$ cat src/day05_defs.svh
`ifndef DAY05_DEFS_SVH
`define DAY05_DEFS_SVH

// width of every parsed number and bound
`define D05_VAL_W 64

// depth of the raw and merged range RAMs
`define D05_MAX_RANGES 180

// width of a range index or range count
`define D05_IDX_W 8

// byte address into the puzzle ROM
`define D05_ROM_ADDR_W 17

`endif

$ cat src/day05_pkg.sv
`default_nettype none

`include "day05_defs.svh"

package day05_pkg;

    // one stored range with the lower bound in the upper half
    typedef struct packed {
        logic [`D05_VAL_W-1:0] lo;
        logic [`D05_VAL_W-1:0] hi;
    } range_t;

    typedef struct packed {
        logic [`D05_IDX_W-1:0] addr;
        logic                  we;
        range_t                wdata;
    } ram_req_t;

    typedef enum logic [2:0] {PH_RANGES, PH_SORT, PH_MERGE, PH_VALUES, PH_DONE} phase_e;

    typedef enum logic [1:0] {P_RUN, P_EMIT, P_HOLD, P_END} parser_state_e;

    typedef enum logic [2:0] {
        SO_IDLE, SO_OUTER, SO_INNER, SO_READ_A, SO_READ_B, SO_CMP, SO_SWAP, SO_FIN
    } sort_state_e;

    typedef enum logic [1:0] {MG_IDLE, MG_WAIT, MG_CHECK, MG_LAST} merge_state_e;

    typedef enum logic [1:0] {SR_IDLE, SR_CHECK, SR_READ, SR_EVAL} search_state_e;

endpackage

`default_nettype wire

$ cat src/range_merger.sv
`timescale 1ns/1ps
`default_nettype none

`include "day05_defs.svh"

module range_merger
    import day05_pkg::*;
(
    input  wire logic                   clk,
    input  wire logic                   rst,
    input  wire logic                   start,
    input  wire logic [`D05_IDX_W-1:0]  count,
    output ram_req_t                    raw_req,
    input  wire range_t                 raw_rdata,
    output ram_req_t                    merged_req,
    output logic [`D05_IDX_W-1:0]       merged_count,
    output logic [`D05_VAL_W-1:0]       part2_result,
    output logic                        merge_done
);

    merge_state_e          state;
    logic [`D05_IDX_W-1:0] idx;
    range_t                open_r;
    logic                  joins;
    logic [`D05_VAL_W-1:0] open_size;

    // one extra bit so a bound at the very top does not wrap
    assign joins     = {1'b0, raw_rdata.lo} <= {1'b0, open_r.hi} + 1'b1;
    assign open_size = open_r.hi - open_r.lo + 1'b1;
    assign raw_req   = '{addr: idx, we: 1'b0, wdata: '0};

    always_ff @(posedge clk) begin
        if (rst) begin
            state        <= MG_IDLE;
            idx          <= '0;
            merged_req   <= '0;
            merged_count <= '0;
            part2_result <= '0;
            merge_done   <= 1'b0;
        end else begin
            merged_req.we <= 1'b0;
            merge_done    <= 1'b0;

            case (state)
                MG_IDLE: begin
                    if (start) begin
                        idx <= '0;
                        if (count == 0) begin
                            merge_done <= 1'b1;
                        end else begin
                            state <= MG_WAIT;
                        end
                    end
                end

                MG_WAIT: state <= MG_CHECK;

                MG_CHECK: begin
                    if (idx == 0) begin
                        open_r <= raw_rdata;
                    end else if (joins) begin
                        if (raw_rdata.hi > open_r.hi) begin
                            open_r.hi <= raw_rdata.hi;
                        end
                    end else begin
                        merged_req   <= '{addr: merged_count, we: 1'b1, wdata: open_r};
                        merged_count <= merged_count + 1'b1;
                        part2_result <= part2_result + open_size;
                        open_r       <= raw_rdata;
                    end
                    if (idx == count - 1'b1) begin
                        state <= MG_LAST;
                    end else begin
                        idx   <= idx + 1'b1;
                        state <= MG_WAIT;
                    end
                end

                // the range still open is the last one
                MG_LAST: begin
                    merged_req   <= '{addr: merged_count, we: 1'b1, wdata: open_r};
                    merged_count <= merged_count + 1'b1;
                    part2_result <= part2_result + open_size;
                    merge_done   <= 1'b1;
                    state        <= MG_IDLE;
                end

                default: state <= MG_IDLE;
            endcase
        end
    end

endmodule

`default_nettype wire

$ cat config.mk
export PLATFORM = sky130hd
export DESIGN_NAME = range_merger
export DESIGN_NICKNAME = d
export VERILOG_FILES = /design/src/day05_pkg.sv /design/src/range_merger.sv
export VERILOG_INCLUDE_DIRS = /design/src
export SDC_FILE = /design/constraint.sdc
export NUM_CORES = 1
export LEC_CHECK = 0
export ABC_AREA = 0
export ABC_CLOCK_PERIOD_IN_PS = 10800
export BUFFER_PORTS_ARGS = -buffer_cell sky130_fd_sc_hd__buf_2
export CORE_MARGIN = 4
export CORE_UTILIZATION = 40
export DETAILED_ROUTE_END_ITERATION = 6
export HOLD_SLACK_MARGIN = 0.02
export SLEW_MARGIN = 20
export SYNTH_ARGS = -nofsm -noshare
export SYNTH_HDL_FRONTEND = slang
export SYNTH_SLANG_ARGS = --single-unit
$ cat constraint.sdc
create_clock -name clk -period 10.8 [get_ports clk]
set_input_delay 1.08 -clock clk [delete_from_list [all_inputs] [get_ports clk]]
set_output_delay 1.08 -clock clk [all_outputs]
set_load 0.03 [all_outputs]
=== After elaboration in Yosys (flattened, before gate mapping) ===
Cells that the tools add are included.

* Output and inout bits: 347
* Bits in registers: 348
* Input port bits: 139
* Logic and storage cells: 65

* Eq/ne operators: 11
* $lt $le $gt $ge: 2
* Reductions and logical operators: 10
* Multiplexer cells: 23
* Add/subtract/negate cells: 7
* Bitwise gates (word level): 1

{| class="wikitable"
|+ Operators by type and width
! kind !! number
|-
| two-way mux 64 bit || 5
|-
| two-way mux 137 bit || 2
|-
| case mux 137 bit (2 select lines) || 1
|-
| two-way mux 128 bit || 1
|-
| case mux 64 bit (2 select lines) || 1
|-
| adder 64 x 1 -> 65 bit (second input constant) || 1
|-
| <= comparator 64 x 65 -> 1 bit || 1
|-
| adder 64 x 1 -> 64 bit (second input constant) || 1
|-
| adder 64 bit || 1
|-
| greater-than comparator 64 bit || 1
|-
| subtractor 64 bit || 1
|-
| two-way mux 8 bit || 4
|-
| case mux 8 bit (2 select lines) || 2
|-
| adder 8 x 1 -> 8 bit (second input constant) || 2
|-
| logical NOT 8 bit || 2
|-
| AND reduction 3 bit || 4
|-
| inequality test 2 bit (second input constant) || 5
|-
| == test 8 bit || 1
|-
| case mux 2 bit (4 select lines) || 1
|-
| subtractor 8 x 1 -> 8 bit (second input constant) || 1
|-
| two-way mux 2 bit || 3
|-
| == test 2 bit (second input constant) || 2
|-
| nonzero test 2 bit || 2
|-
| inequality test 3 x 1 -> 1 bit (second input constant) || 1
|-
| 7 further kinds || 8
|}

=== Depth between registers and ports, before layout ===
Gate-level depths: netlist (run 1).

* Depth in word-level cells: 6
* Mapped depth: 23
* Depth with buffers taken out: 21

=== Worst setup path before layout (run 1) ===
Ideal clock, no wire load.

* Kind: flip-flop to flip-flop
* Start: reg open_r[4] (netlist name)
* End: reg open_r[0] (netlist name) (enable)
* Arrival: 10.383 ns
* Slack: -0.009 ns
* Library setup time: 0.425 ns
* Required time: 10.375 ns
* Cell stages (with the launch flop): 21
* Buffers on the path: 0
* Period minus slack after synthesis: 10.809 ns
* Cell sequence: edfxtp_1 -> nand4_1 -> nor2_1 -> nand2_1 -> nor3_1 -> nand3_1 -> nor4_1 -> and3_1 -> nand3_1 -> xnor2_1 -> ha_1 -> nand4_1 -> nor4_1 -> and4_1 -> nand3_1 -> o21a_1 -> o211ai_1 -> nand2b_1 -> o211ai_1 -> a211oi_1 -> a41o_1

* Longest elaborated chain between the ends: 4
* Elaborated cells between the ends (all ways): 5
* Classes of those cells: add/sub: 1; order compare: 2; eq/ne: 1; reduce/logical: 1

{| class="wikitable"
|+ RTL lines
! what !! RTL line !! source
|-
| from (decl) || range_merger.sv:23 || <nowiki>range_t open_r;</nowiki>
|-
| from (signal assigned) || range_merger.sv:60 || <nowiki>open_r <= raw_rdata;</nowiki>
|-
| from (signal assigned) || range_merger.sv:69 || <nowiki>open_r <= raw_rdata;</nowiki>
|-
| adder 64 x 1 -> 65 bit || range_merger.sv:28 || <nowiki>assign joins = {1'b0, raw_rdata.lo} <= {1'b0, open_r.hi} + 1'b1;</nowiki>
|-
| <= comparator 64 x 65 -> 1 bit || range_merger.sv:28 ||
|-
| inequality test 3 x 1 -> 1 bit (no line) * || -- ||
|-
| AND reduction 3 bit (no line) * || -- ||
|}

Every way passes the cells marked *; elsewhere a longest branch is shown, timed or not.
A chain may end at the register's enable or synchronous reset.

=== Worst setup path in the final report (run 1) ===
* Start: reg open_r[1] (netlist name)
* End: reg open_r[10] (netlist name) (enable)

Same word-level chain as after synthesis.

==> results of run 1 <==
worst register-to-register path: stages, from the launching register on:
cell,delay (ns)
edfxtp_1,0.53
nand3_1,0.27
nor3_1,0.25
buf_4,0.19
nand3_1,0.36
or4_1,0.82
nor2_1,0.47
nand2_1,0.15
xnor2_1,0.15
ha_1,0.30
nand4_1,0.17
nor4_1,0.71
nand3_1,0.24
o21a_1,0.22
o211ai_1,0.20
nand2b_1,0.16
o211ai_1,0.18
a211oi_4,0.27
a41o_2,0.68
buf_4,0.63
final timing paths:
check | to | slack [ns]
setup reg to reg | open_r[10] | 3.43
setup / recovery | open_r[10] | 3.43
hold / removal | merged_req[102] | 0.45
hold reg to reg | merged_req[102] | 0.45
area by class of cell:
class,instances,area (um^2)
multi-input combinational,1829,12200
fill,5449,29500
inverter,281,1050
antenna,1,2.50
clock inverter,15,160
timing repair buffer,366,1880
clock buffer,58,1190
sequential,348,8250
tap,748,936
stage by stage:
| stage | util, % | hold WS [ns] |
|---|---|---|
| 3_3_place_gp | 44.1 | 0.439 |
| 5_1_grt | 46.5 | 0.462 |
| 2_1_floorplan | - | 0.515 |
| 4_1_cts | 46.5 | 0.449 |
| 6_report | 46.5 | 0.447 |
| 3_5_place_dp | 44.1 | 0.441 |
state kept, by name, indices dropped and copies added (netlist names):
name	flops
part2_result	64
merge_done	1
state	2
merged_req	137
idx	8
merged_count	8
open_r	128
power groups by stage:
stage / logic, W / clock network [W] / registers (W)
finish: 0.000765 / 0.00141 / 0.00145
global route: 0.000848 / 0.00150 / 0.00146
CTS: 0.000763 / 0.00145 / 0.00145
detailed placement: 0.000758 / 0 / 0.00148
global placement: 0.000748 / 0 / 0.00148
floorplan: 0.000549 / 0 / 0.00151
cell families (layout without fill, tap and decap cells):
logic type	count (synthesis)	after routing	share of synthesized area (%)
multiplexers	1	1	0.0447
flip-flops	348	348	36.8
adder cells (fa/ha/maj)	264	264	16.9
other	1	130	0.0168
buffers and inverters	500	720	10.8
XOR/XNOR	147	147	5.75
AND/OR/NAND/NOR	765	765	15.5
AO/OA/AOI/OAI	523	523	14.1
cell usage in the layout, fill, tap and decap left out, drive strengths merged, types with 55 or more instances in the layout:
cell / synthesis / final
nand2: 445 / 445
buf: 163 / 366
a21oi: 288 / 288
inv: 280 / 280
dfxtp: 220 / 220
ha: 201 / 201
conb: 1 / 129
edfxtp: 128 / 128
xnor2: 100 / 100
nor2: 82 / 82
fa: 63 / 63
nand4: 63 / 63
clkbuf: 56 / 58
a21o: 55 / 55
layer usage:
| layer | global-route usage [%] | wire length, um | part of all wire, % |
|---|---|---|---|
| met4 | 5.71 | 1790 | 2.6 |
| met5 | 0 | 61 | 0.087 |
| met2 | 37.2 | 32800 | 47 |
| met3 | 5.08 | 5000 | 7.2 |
| met1 | 29.4 | 30100 | 43 |
==> out/results.tsv, run 1 <==
stage	metric	value	unit
status	status	finished clean	
power_and_ir_drop	Pint	0.00251	W
worst_setup_path	R2R depth	19	
synth	mapped cell area	0.0224	mm^2
worst_setup_path	CP most frequent cell	nand3_1	
timing	post-layout min period	7.37	ns
worst_setup_path	Critical Path Source Type	flop	
global_route	number of global-route vias before repair	18300	
timing	Final Skew	0.0203	ns
power_and_ir_drop	total net switching power	0.00112	W
synth	Async S/R FF share, synth	0	%
synth	top cell type's share of synthesized area	19.7	%
worst_setup_path	CP max-delay cell	or4_1	
cells_and_area	final cell count without fillers	3646	
cts	CTS Sinks	348	
power_and_ir_drop	Clk pwr share	38.9	%
synth	Distinct cells, synth	79	
global_route	pin count of the biggest net entering global routing	151	
timing	fin. max-slew vios	0	
synth	cells after synthesis	2549	
detailed_routing	total number of vias	18700	
synth	Mapped Avg Cell Area	8.78	um^2
timing	fin worst setup slack	3.43	ns
placement	DPL Wire Length	54.4	mm
synth	Post-synth EDFFs	128	
placement	RD Place Congestion	0.904	
timing	final setup fails	0	
cts	Post-CTS Resized	0	
cts	clock insertion delay at the later pin of the skew report	0.56	ns
power_and_ir_drop	sequential power share	40.1	%
timing	RSZ-0062 raised after global routing	false	
cts	CTS Buf Count	41	
die	die area	0.0598	mm^2
global_route	GRT overflow	0	
cts	CTS max path bufs	3	
worst_setup_path	WS Path Type	reg2reg	
synth	sequential share of the synthesized area	36.8	%
cts	CTS root buf	clkbuf_16	
synth	count leader, synth	nand2_1	
die	Std-Cell Rows	86	
detailed_routing	DRC errors left	0	
global_route	first-pass GRT wire length	106	mm
cells_and_area	Final Cell Area	0.0257	mm^2
cts	CTS Hold Bufs	0	
placement	I/O Buffers	356	
detailed_routing	TritonRoute pass-1 iters	5	
synth	Yosys top cell by area	dfxtp_1	
worst_setup_path	Arr. time, crit path	7.55	ns
cts	clk slew on worst S/H paths	0.06	ns
detailed_routing	Routed WL	69.7	mm
synth	post-synthesis register bit count	348	
worst_hold_path	Hold WC Path Type	reg2reg	
worst_setup_path	critical path depth in cells	19	
global_route	Total GRT Usage	22.3	%
cells_and_area	Nets	3270	
timing	Slew headroom	30.8	%
cells_and_area	layout cells sized above 1	15.6	%
detailed_routing	antenna viol nets, final	0	
synth	Yosys warning count	0	
die	Die Y	245	um
global_route	initial antenna violation count	5	
cells_and_area	area grow syn2layout	14.8	%
worst_setup_path	cell family with most CP delay	simple AND/OR/NAND/NOR gates	
worst_hold_path	HP Start	merged_req[102]	
detailed_routing	initial drt markers	1128	
worst_setup_path	Buffers & Inverters on Critical Path	2	
worst_setup_path	crit-path max FO	36	
die	CORE AREA	0.0552	mm^2
worst_setup_path	crit path launch	open_r[1]	
cts	H-tree levels	2	
placement	placed cell count	3572	
synth	Synth Flop Type	dfxtp_1	
worst_setup_path	Crit path largest cell delay	0.81	ns
timing	Worst-Margin Slew	1.04	ns
die	Initial Util	40.6	%
cts	CTS tree	built	
timing	Fmax	136	MHz
worst_hold_path	Hold Path Depth	2	
synth	Area contributors post-synth	dfxtp_1 20%, edfxtp_1 17%, ha_1 11%	
power_and_ir_drop	Pleak	11.5	nW
power_and_ir_drop	Pwr per Cell Area	141	mW/mm^2
worst_setup_path	critical-path cell list	nand3_1, nor3_1, buf_4, nand3_1, or4_1, nor2_1, nand2_1, xnor2_1, ha_1, nand4_1, nor4_1, nand3_1, o21a_1, o211ai_1, nand2b_1, o211ai_1, a211oi_4, a41o_2, buf_4	
placement	area post-placement	0.0243	mm^2
timing	final count of hold timing violations	0	
timing	Setup TNS Final	0	ns
cts	# Post-CTS Setup Buffers	0	
synth	Post-synth top cells	445 x nand2_1, 288 x a21oi_1, 280 x inv_1	
detailed_routing	Avg WL per Cell	19.1	um
placement	Place WS	3.50	ns
power_and_ir_drop	VDD IR max	0.0813	mV
timing	Final Cycle Share	68.2	%
worst_setup_path	RR Startpoint	open_r[1]	
detailed_routing	Vias/cell	5.13	
die	io pins	486	
power_and_ir_drop	Final Power	0.00363	W
job	max_cap viols	0	
power_and_ir_drop	Comb power frac	21.1	%
power_and_ir_drop	switch share	30.8	%
worst_setup_path	crit end category	flop	
worst_setup_path	Worst Path Required	10.98	ns
die	width of the die	245	um
No activity file was read; power rests on OpenSTA's default activity.
==> inputs of run 2 (changes only) <==
Settings changed: ABC_CLOCK_PERIOD_IN_PS 10800 to 5950.
Clock period 10.8 ns to 5.95 ns, I/O delays scaled along.
==> run 2 against run 1 <==
Flip-flop and latch count unchanged. Cell area is 2.6% higher. Global-route usage increased by 0.83 points. Register-to-register slack got worse by 3.2 ns. Sequential power rose by 81%. Combinational power grew 90%. Highest routed layer unchanged. Non-clock buffer count is 33 higher. Cell count up 1.0%. Clock skew shrank 0.0024 ns.
==> out/results.tsv, run 2 (same netlist as run 1, synthesis figures left out) <==
stage	metric	value	unit	change
status	status	finished clean		unchanged
worst_setup_path	crit-path max FO	91		was 36
timing	fin worst setup slack	0.213	ns	was 3.43 ns
placement	DPL Wire Length	55.6	mm	was 54.4 mm
placement	Place WS	-1.03	ns	was 3.50 ns
worst_setup_path	critical-path cell list	nand4_1, nor2_1, nand2_1, nor3_4, nand3_4, buf_4, or4_4, nor3_1, xnor2_1, ha_1, a21oi_1, nor2_1, a2111oi_0, a221oi_1, a211oi_1, o211ai_1, buf_4, a211o_4, buf_12, nand2_1, a21oi_1		was nand3_1, nor3_1, buf_4, nand3_1, or4_1, nor2_1, nand2_1, xnor2_1, ha_1, nand4_1, nor4_1, nand3_1, o21a_1, o211ai_1, nand2b_1, o211ai_1, a211oi_4, a41o_2, buf_4
cts	CTS tree	built		unchanged
worst_setup_path	Critical Path Source Type	flop		unchanged
die	Std-Cell Rows	86		unchanged
cts	CTS Sinks	348		unchanged
cts	CTS Hold Bufs	0		unchanged
cells_and_area	registers with the most flip-flops	merged_req (137), open_r (128), part2_result (64)		unchanged
die	Die Y	245	um	unchanged
cts	clk slew on worst S/H paths	0.06	ns	about the same
timing	fin. max-slew vios	0		unchanged
cts	CTS root buf	clkbuf_16		unchanged
detailed_routing	total number of vias	19100		was 18.7k
detailed_routing	DRC errors left	0		unchanged
timing	final count of hold timing violations	0		unchanged
timing	Fmax	174	MHz	was 136 MHz
worst_setup_path	WS Path Type	reg2reg		unchanged
worst_setup_path	Buffers & Inverters on Critical Path	3		was 2
detailed_routing	Avg WL per Cell	19.8	um	was 19.1 um
detailed_routing	TritonRoute pass-1 iters	5		unchanged
worst_setup_path	crit path launch	open_r[3]		was open_r[1]
cells_and_area	max FFs per register	137		unchanged
global_route	first-pass GRT wire length	110	mm	was 106 mm
global_route	initial antenna violation count	2		was 5
die	width of the die	245	um	unchanged
power_and_ir_drop	Pleak	11.9	nW	was 11.5 nW
cells_and_area	most frequent cells in the layout	445 x nand2_1, 355 x buf_2, 288 x a21oi_1, 280 x inv_1, 220 x dfxtp_1		unchanged
cts	H-tree levels	2		unchanged
timing	Final Cycle Share	96.4	%	was 68.2%
detailed_routing	Routed WL	73.1	mm	was 69.7 mm
die	die area	0.0598	mm^2	unchanged
detailed_routing	Vias/cell	5.18		was 5.13
power_and_ir_drop	Comb power frac	21.5	%	was 21.1%
die	CORE AREA	0.0552	mm^2	unchanged
cells_and_area	area grow syn2layout	17.8	%	was 14.8%
worst_setup_path	CP max-delay cell	a2111oi_0		was or4_1
worst_hold_path	HP Start	raw_rdata[64]		was merged_req[102]
cts	CTS max path bufs	3		unchanged
job	max_cap viols	0		unchanged
worst_setup_path	Worst Path Required	6.34	ns	was 10.98 ns
cells_and_area	Largest Register	merged_req		unchanged
timing	Worst-Margin Slew	1.06	ns	was 1.04 ns
cells_and_area	most common cell after layout, fill and taps aside	nand2_1		unchanged
cells_and_area	Nets	3305		was 3,270
worst_hold_path	Hold WC Path Type	in2reg		was reg2reg
worst_setup_path	crit end category	flop		unchanged
die	io pins	486		unchanged
timing	final setup fails	0		unchanged
power_and_ir_drop	switch share	31.1	%	was 30.8%
placement	RD Place Congestion	0.896		was 0.904
die	Initial Util	40.6	%	unchanged
worst_setup_path	Crit path largest cell delay	0.68	ns	was 0.81 ns
power_and_ir_drop	Pwr per Cell Area	256	mW/mm^2	was 141 mW/mm^2
power_and_ir_drop	Clk pwr share	39.4	%	was 38.9%
power_and_ir_drop	VDD IR max	0.158	mV	was 0.0813 mV
worst_setup_path	Arr. time, crit path	6.13	ns	was 7.55 ns
detailed_routing	initial drt markers	1284		was 1,128
placement	I/O Buffers	356		unchanged
power_and_ir_drop	sequential power share	39.1	%	was 40.1%
worst_setup_path	cell family with most CP delay	simple AND/OR/NAND/NOR gates		unchanged
timing	Setup TNS Final	0	ns	unchanged
detailed_routing	antenna viol nets, final	0		unchanged
cts	clock insertion delay at the later pin of the skew report	0.57	ns	was 0.56 ns
worst_setup_path	RR Startpoint	open_r[3]		was open_r[1]
global_route	GRT overflow	0		unchanged
global_route	number of global-route vias before repair	18600		was 18.3k
cts	CTS Buf Count	42		was 41
global_route	Total GRT Usage	23.1	%	was 22.3%
power_and_ir_drop	total net switching power	0.00209	W	was 0.00112 W
power_and_ir_drop	Pint	0.00465	W	was 0.00251 W
power_and_ir_drop	Final Power	0.00674	W	was 0.00363 W
timing	Final Skew	0.0180	ns	was 0.0203 ns
timing	post-layout min period	5.74	ns	was 7.37 ns
cells_and_area	layout cells sized above 1	17.3	%	was 15.6%
timing	Slew headroom	29.3	%	was 30.8%
global_route	pin count of the biggest net entering global routing	92		was 151
==> run 2: cell types whose count changed in the layout (fill, tap and decap cells not counted), moves of 3 or more <==
cell,before,now
clkbuf_8,6,3
buf_16,0,4
buf_12,1,7
clkbuf_16,43,49
or4_4,0,3
buf_4,9,28
nor4_1,10,7
or4_1,6,3
nor4_4,1,4
nand3_1,50,47
nor2_1,82,79
==> run 2: final cells by class <==
class	count	area [um^2]
sequential	348	8250
tap	748	936
fill	5328	28800
clock inverter	20	215
antenna	2	5.00
multi-input combinational	1830	12400
inverter	281	1050
clock buffer	56	1200
timing repair buffer	399	2350
==> run 2: path summary, 6_finish.rpt <==
check | end | cells after the start | slack [ns]
worst max-delay path | merged_req[26] | 21 | 0.21
worst min-delay path | open_r[64] | 1 | 0.22
worst max register to register | merged_req[26] | 21 | 0.21
worst min register to register | merged_req[81] | 2 | 0.45
==> run 2: power groups by stage <==
stage	clock, W	sequential [W]	combinational [W]
after floorplan	0	0.00274	0.000999
after CTS	0.00272	0.00263	0.00142
final	0.00266	0.00263	0.00145
after global placement	0	0.00268	0.00139
after global routing	0.00281	0.00264	0.00160
after detailed placement	0	0.00268	0.00141
==> run 2: per-stage QoR <==
| stage | cell area (um^2) | hold WS (ns) | std cells | util [%] |
|---|---|---|---|---|
| floorplan | 23000 | 0.515 | 2677 | - |
| global placement | 24600 | 0.438 | 3589 | 44.6 |
| detailed placement | 24600 | 0.443 | 3589 | 44.6 |
| CTS | 26200 | 0.184 | 3672 | 47.4 |
| global route | 26400 | 0.200 | 3683 | 47.8 |
| finish | 26400 | 0.224 | 3684 | 47.8 |
==> run 2: timing repair <==
item | CTS | global route
cloned | 2 | 4
gates resized for setup | 6 | 10
pin swaps | 5 | 4
setup endpoints to repair | 336 | 262
buffers inserted | 5 | 6
==> run 2: metal layers <==
metal,track usage (%),wire length (um),vias to the layer above
met1,31.6,32300,9274
met4,5.55,1620,2
met5,0,7,-
met2,38.7,34600,617
met3,3.65,4560,98
li1,-,-,9104
==> inputs of run 3 (changes only) <==
Settings changed: CORE_MARGIN 4 to 2.
==> run 3 against run 2 <==
Sequential share of layout area grew 0.23 points. Cell area decreased by 0.72%. Clock skew grew 0.0089 ns. Combinational power about the same. Critical path depth increased by 2. Worst setup slack improved by 0.16 ns. Count of clock-buffer cells in the layout down 6. Power about the same. Register-to-register slack improved by 0.16 ns.
==> out/results.tsv, run 3 (same netlist as run 1, synthesis figures left out) <==
stage	metric	value	unit	change
cts	CTS max path bufs	3		unchanged
cells_and_area	Nets	3295		was 3,305
power_and_ir_drop	Pint	0.00463	W	was 0.00465 W
die	Die Y	241	um	was 245 um
power_and_ir_drop	Comb power frac	21.3	%	was 21.5%
global_route	Total GRT Usage	23.7	%	was 23.1%
power_and_ir_drop	Clk pwr share	39.6	%	was 39.4%
cts	CTS Hold Bufs	0		unchanged
cts	clk slew on worst S/H paths	0.06	ns	about the same
global_route	number of global-route vias before repair	18500		was 18.6k
power_and_ir_drop	total net switching power	0.00211	W	was 0.00209 W
timing	Final Skew	0.0268	ns	was 0.0180 ns
timing	post-layout min period	5.58	ns	was 5.74 ns
placement	DPL Wire Length	55.5	mm	was 55.6 mm
placement	area post-placement	0.0246	mm^2	about the same
timing	final count of hold timing violations	0		unchanged
timing	RSZ-0062 raised after global routing	false		
die	Std-Cell Rows	86		unchanged
detailed_routing	total number of vias	19000		was 19.1k
worst_setup_path	crit end category	flop		unchanged
placement	I/O Buffers	356		unchanged
cts	CTS Buf Count	41		was 42
detailed_routing	antenna viol nets, final	0		unchanged
die	width of the die	241	um	was 245 um
power_and_ir_drop	switch share	31.2	%	was 31.1%
global_route	first-pass GRT wire length	106	mm	was 110 mm
cells_and_area	layout cells sized above 1	17.0	%	was 17.3%
worst_setup_path	Arr. time, crit path	6.00	ns	was 6.13 ns
timing	Final Cycle Share	93.7	%	was 96.4%
cells_and_area	fill count	5388		was 5,328
timing	Worst Hold Slack	0.214	ns	was 0.224 ns
cells_and_area	most common cell after layout, fill and taps aside	nand2_1		unchanged
cts	CTS Sinks	348		unchanged
global_route	pin count of the biggest net entering global routing	109		was 92
cells_and_area	max FFs per register	137		unchanged
cts	H-tree levels	2		unchanged
detailed_routing	Routed WL	70.9	mm	was 73.1 mm
detailed_routing	Vias/cell	5.17		was 5.18
worst_setup_path	cell family with most CP delay	simple AND/OR/NAND/NOR gates		unchanged
cells_and_area	Largest Register	merged_req		unchanged
cells_and_area	most frequent cells in the layout	445 x nand2_1, 355 x buf_2, 288 x a21oi_1, 280 x inv_1, 220 x dfxtp_1		unchanged
worst_setup_path	Crit path largest cell delay	0.47	ns	was 0.68 ns
detailed_routing	TritonRoute pass-1 iters	7		was 5
cells_and_area	area taken by multi-input logic gates	0.0123	mm^2	was 0.0124 mm^2
power_and_ir_drop	VDD IR max	0.197	mV	was 0.158 mV
timing	final setup fails	0		unchanged
die	Initial Util	40.6	%	unchanged
cts	CTS tree	built		unchanged
worst_setup_path	Buffers & Inverters on Critical Path	2		was 3
power_and_ir_drop	sequential power share	39.1	%	about the same
cts	CTS root buf	clkbuf_16		unchanged
timing	Slew headroom	27.5	%	was 29.3%
worst_hold_path	Hold WC Path Type	in2reg		unchanged
timing	Worst-Margin Slew	1.09	ns	was 1.06 ns
detailed_routing	Avg WL per Cell	19.3	um	was 19.8 um
worst_setup_path	critical-path cell list	nand4_1, nor2_1, nand2_1, nor3_4, nand3_4, nor4_4, buf_4, and3_4, nand3_1, xnor2_1, ha_1, nand4_1, nor4_4, and4_1, nand3_1, or4_1, nor3b_1, a211oi_4, buf_12, a21oi_1, a41oi_1, a21o_1, a21oi_1		was nand4_1, nor2_1, nand2_1, nor3_4, nand3_4, buf_4, or4_4, nor3_1, xnor2_1, ha_1, a21oi_1, nor2_1, a2111oi_0, a221oi_1, a211oi_1, o211ai_1, buf_4, a211o_4, buf_12, nand2_1, a21oi_1
global_route	GRT overflow	0		unchanged
detailed_routing	DRC errors left	0		unchanged
cts	clock insertion delay at the later pin of the skew report	0.57	ns	about the same
placement	RD Place Congestion	0.929		was 0.896
timing	Fmax	179	MHz	was 174 MHz
detailed_routing	initial drt markers	1258		was 1,284
global_route	initial antenna violation count	0		was 2
worst_setup_path	Critical Path Source Type	flop		unchanged
cells_and_area	area grow syn2layout	17.0	%	was 17.8%
worst_setup_path	WS Path Type	reg2reg		unchanged
die	die area	0.0579	mm^2	was 0.0598 mm^2
die	io pins	486		unchanged
cells_and_area	register area	0.00825	mm^2	unchanged
cells_and_area	Final Cell Area	0.0262	mm^2	was 0.0264 mm^2
cells_and_area	registers with the most flip-flops	merged_req (137), open_r (128), part2_result (64)		unchanged
status	status	finished clean		unchanged
die	CORE AREA	0.0552	mm^2	unchanged
power_and_ir_drop	Pleak	11.8	nW	was 11.9 nW
power_and_ir_drop	Pwr per Cell Area	257	mW/mm^2	was 256 mW/mm^2
timing	fin. max-slew vios	0		unchanged
cells_and_area	ANT cells	0		was 2
worst_setup_path	CP max-delay cell	or4_1		was a2111oi_0
worst_setup_path	Worst Path Required	6.38	ns	was 6.34 ns
job	max_cap viols	0		unchanged
worst_setup_path	crit-path max FO	19		was 91
[run 3: power by group through the flow]
stage          registers (W)  logic, W  clock network, W
2_1_floorplan        0.00274  0.000999                 0
3_3_place_gp         0.00268   0.00139                 0
3_5_place_dp         0.00268   0.00141                 0
5_1_grt              0.00264   0.00159           0.00282
4_1_cts              0.00263   0.00142           0.00273
6_report             0.00263   0.00143           0.00267
[run 3: layer usage]
layer	global-route usage, %	wire length, um	vias up
li1	-	-	9093
met1	32.4	31900	9183
met2	39.0	33000	627
met3	3.49	4370	89
met4	6.59	1640	0
met5	0	0	-
[run 3: final timing paths]
kind                   start                to  slack, ns  depth (start not counted)
max                open_r[4]  part2_result[63]       0.37                         23
min            raw_rdata[79]        open_r[79]       0.21                          1
max reg2reg        open_r[4]  part2_result[63]       0.37                         23
min reg2reg  merged_req[101]   merged_req[101]       0.45                          2
[run 3: per-stage QoR]
stage	setup WS [ns]	total power, W	TNS, ns	std cells	utilization, %
finish	0.374	0.00674	0	3673	47.4
detailed placement	-0.0443	0.00409	-0.489	3590	44.6
global route	0.0137	0.00705	0	3673	47.4
global placement	0.0644	0.00407	0	3590	44.6
floorplan	-0.734	0.00374	-46.95	2677	-
CTS	0.00731	0.00678	0	3666	47.2
[run 3: layout make-up]
cell class                 count  area share, %
multi-input combinational   1829           47.1
clock inverter                26           1.07
timing repair buffer         391           8.42
inverter                     281           4.03
sequential                   348           31.5
tap                          748           3.57
clock buffer                  50           4.33
[run 3: repair_timing]
action	CTS	global route
pin swaps	0	5
buffers inserted	0	5
resized for setup	1	9
gates cloned	0	2
endpoints found under the setup margin	63	313
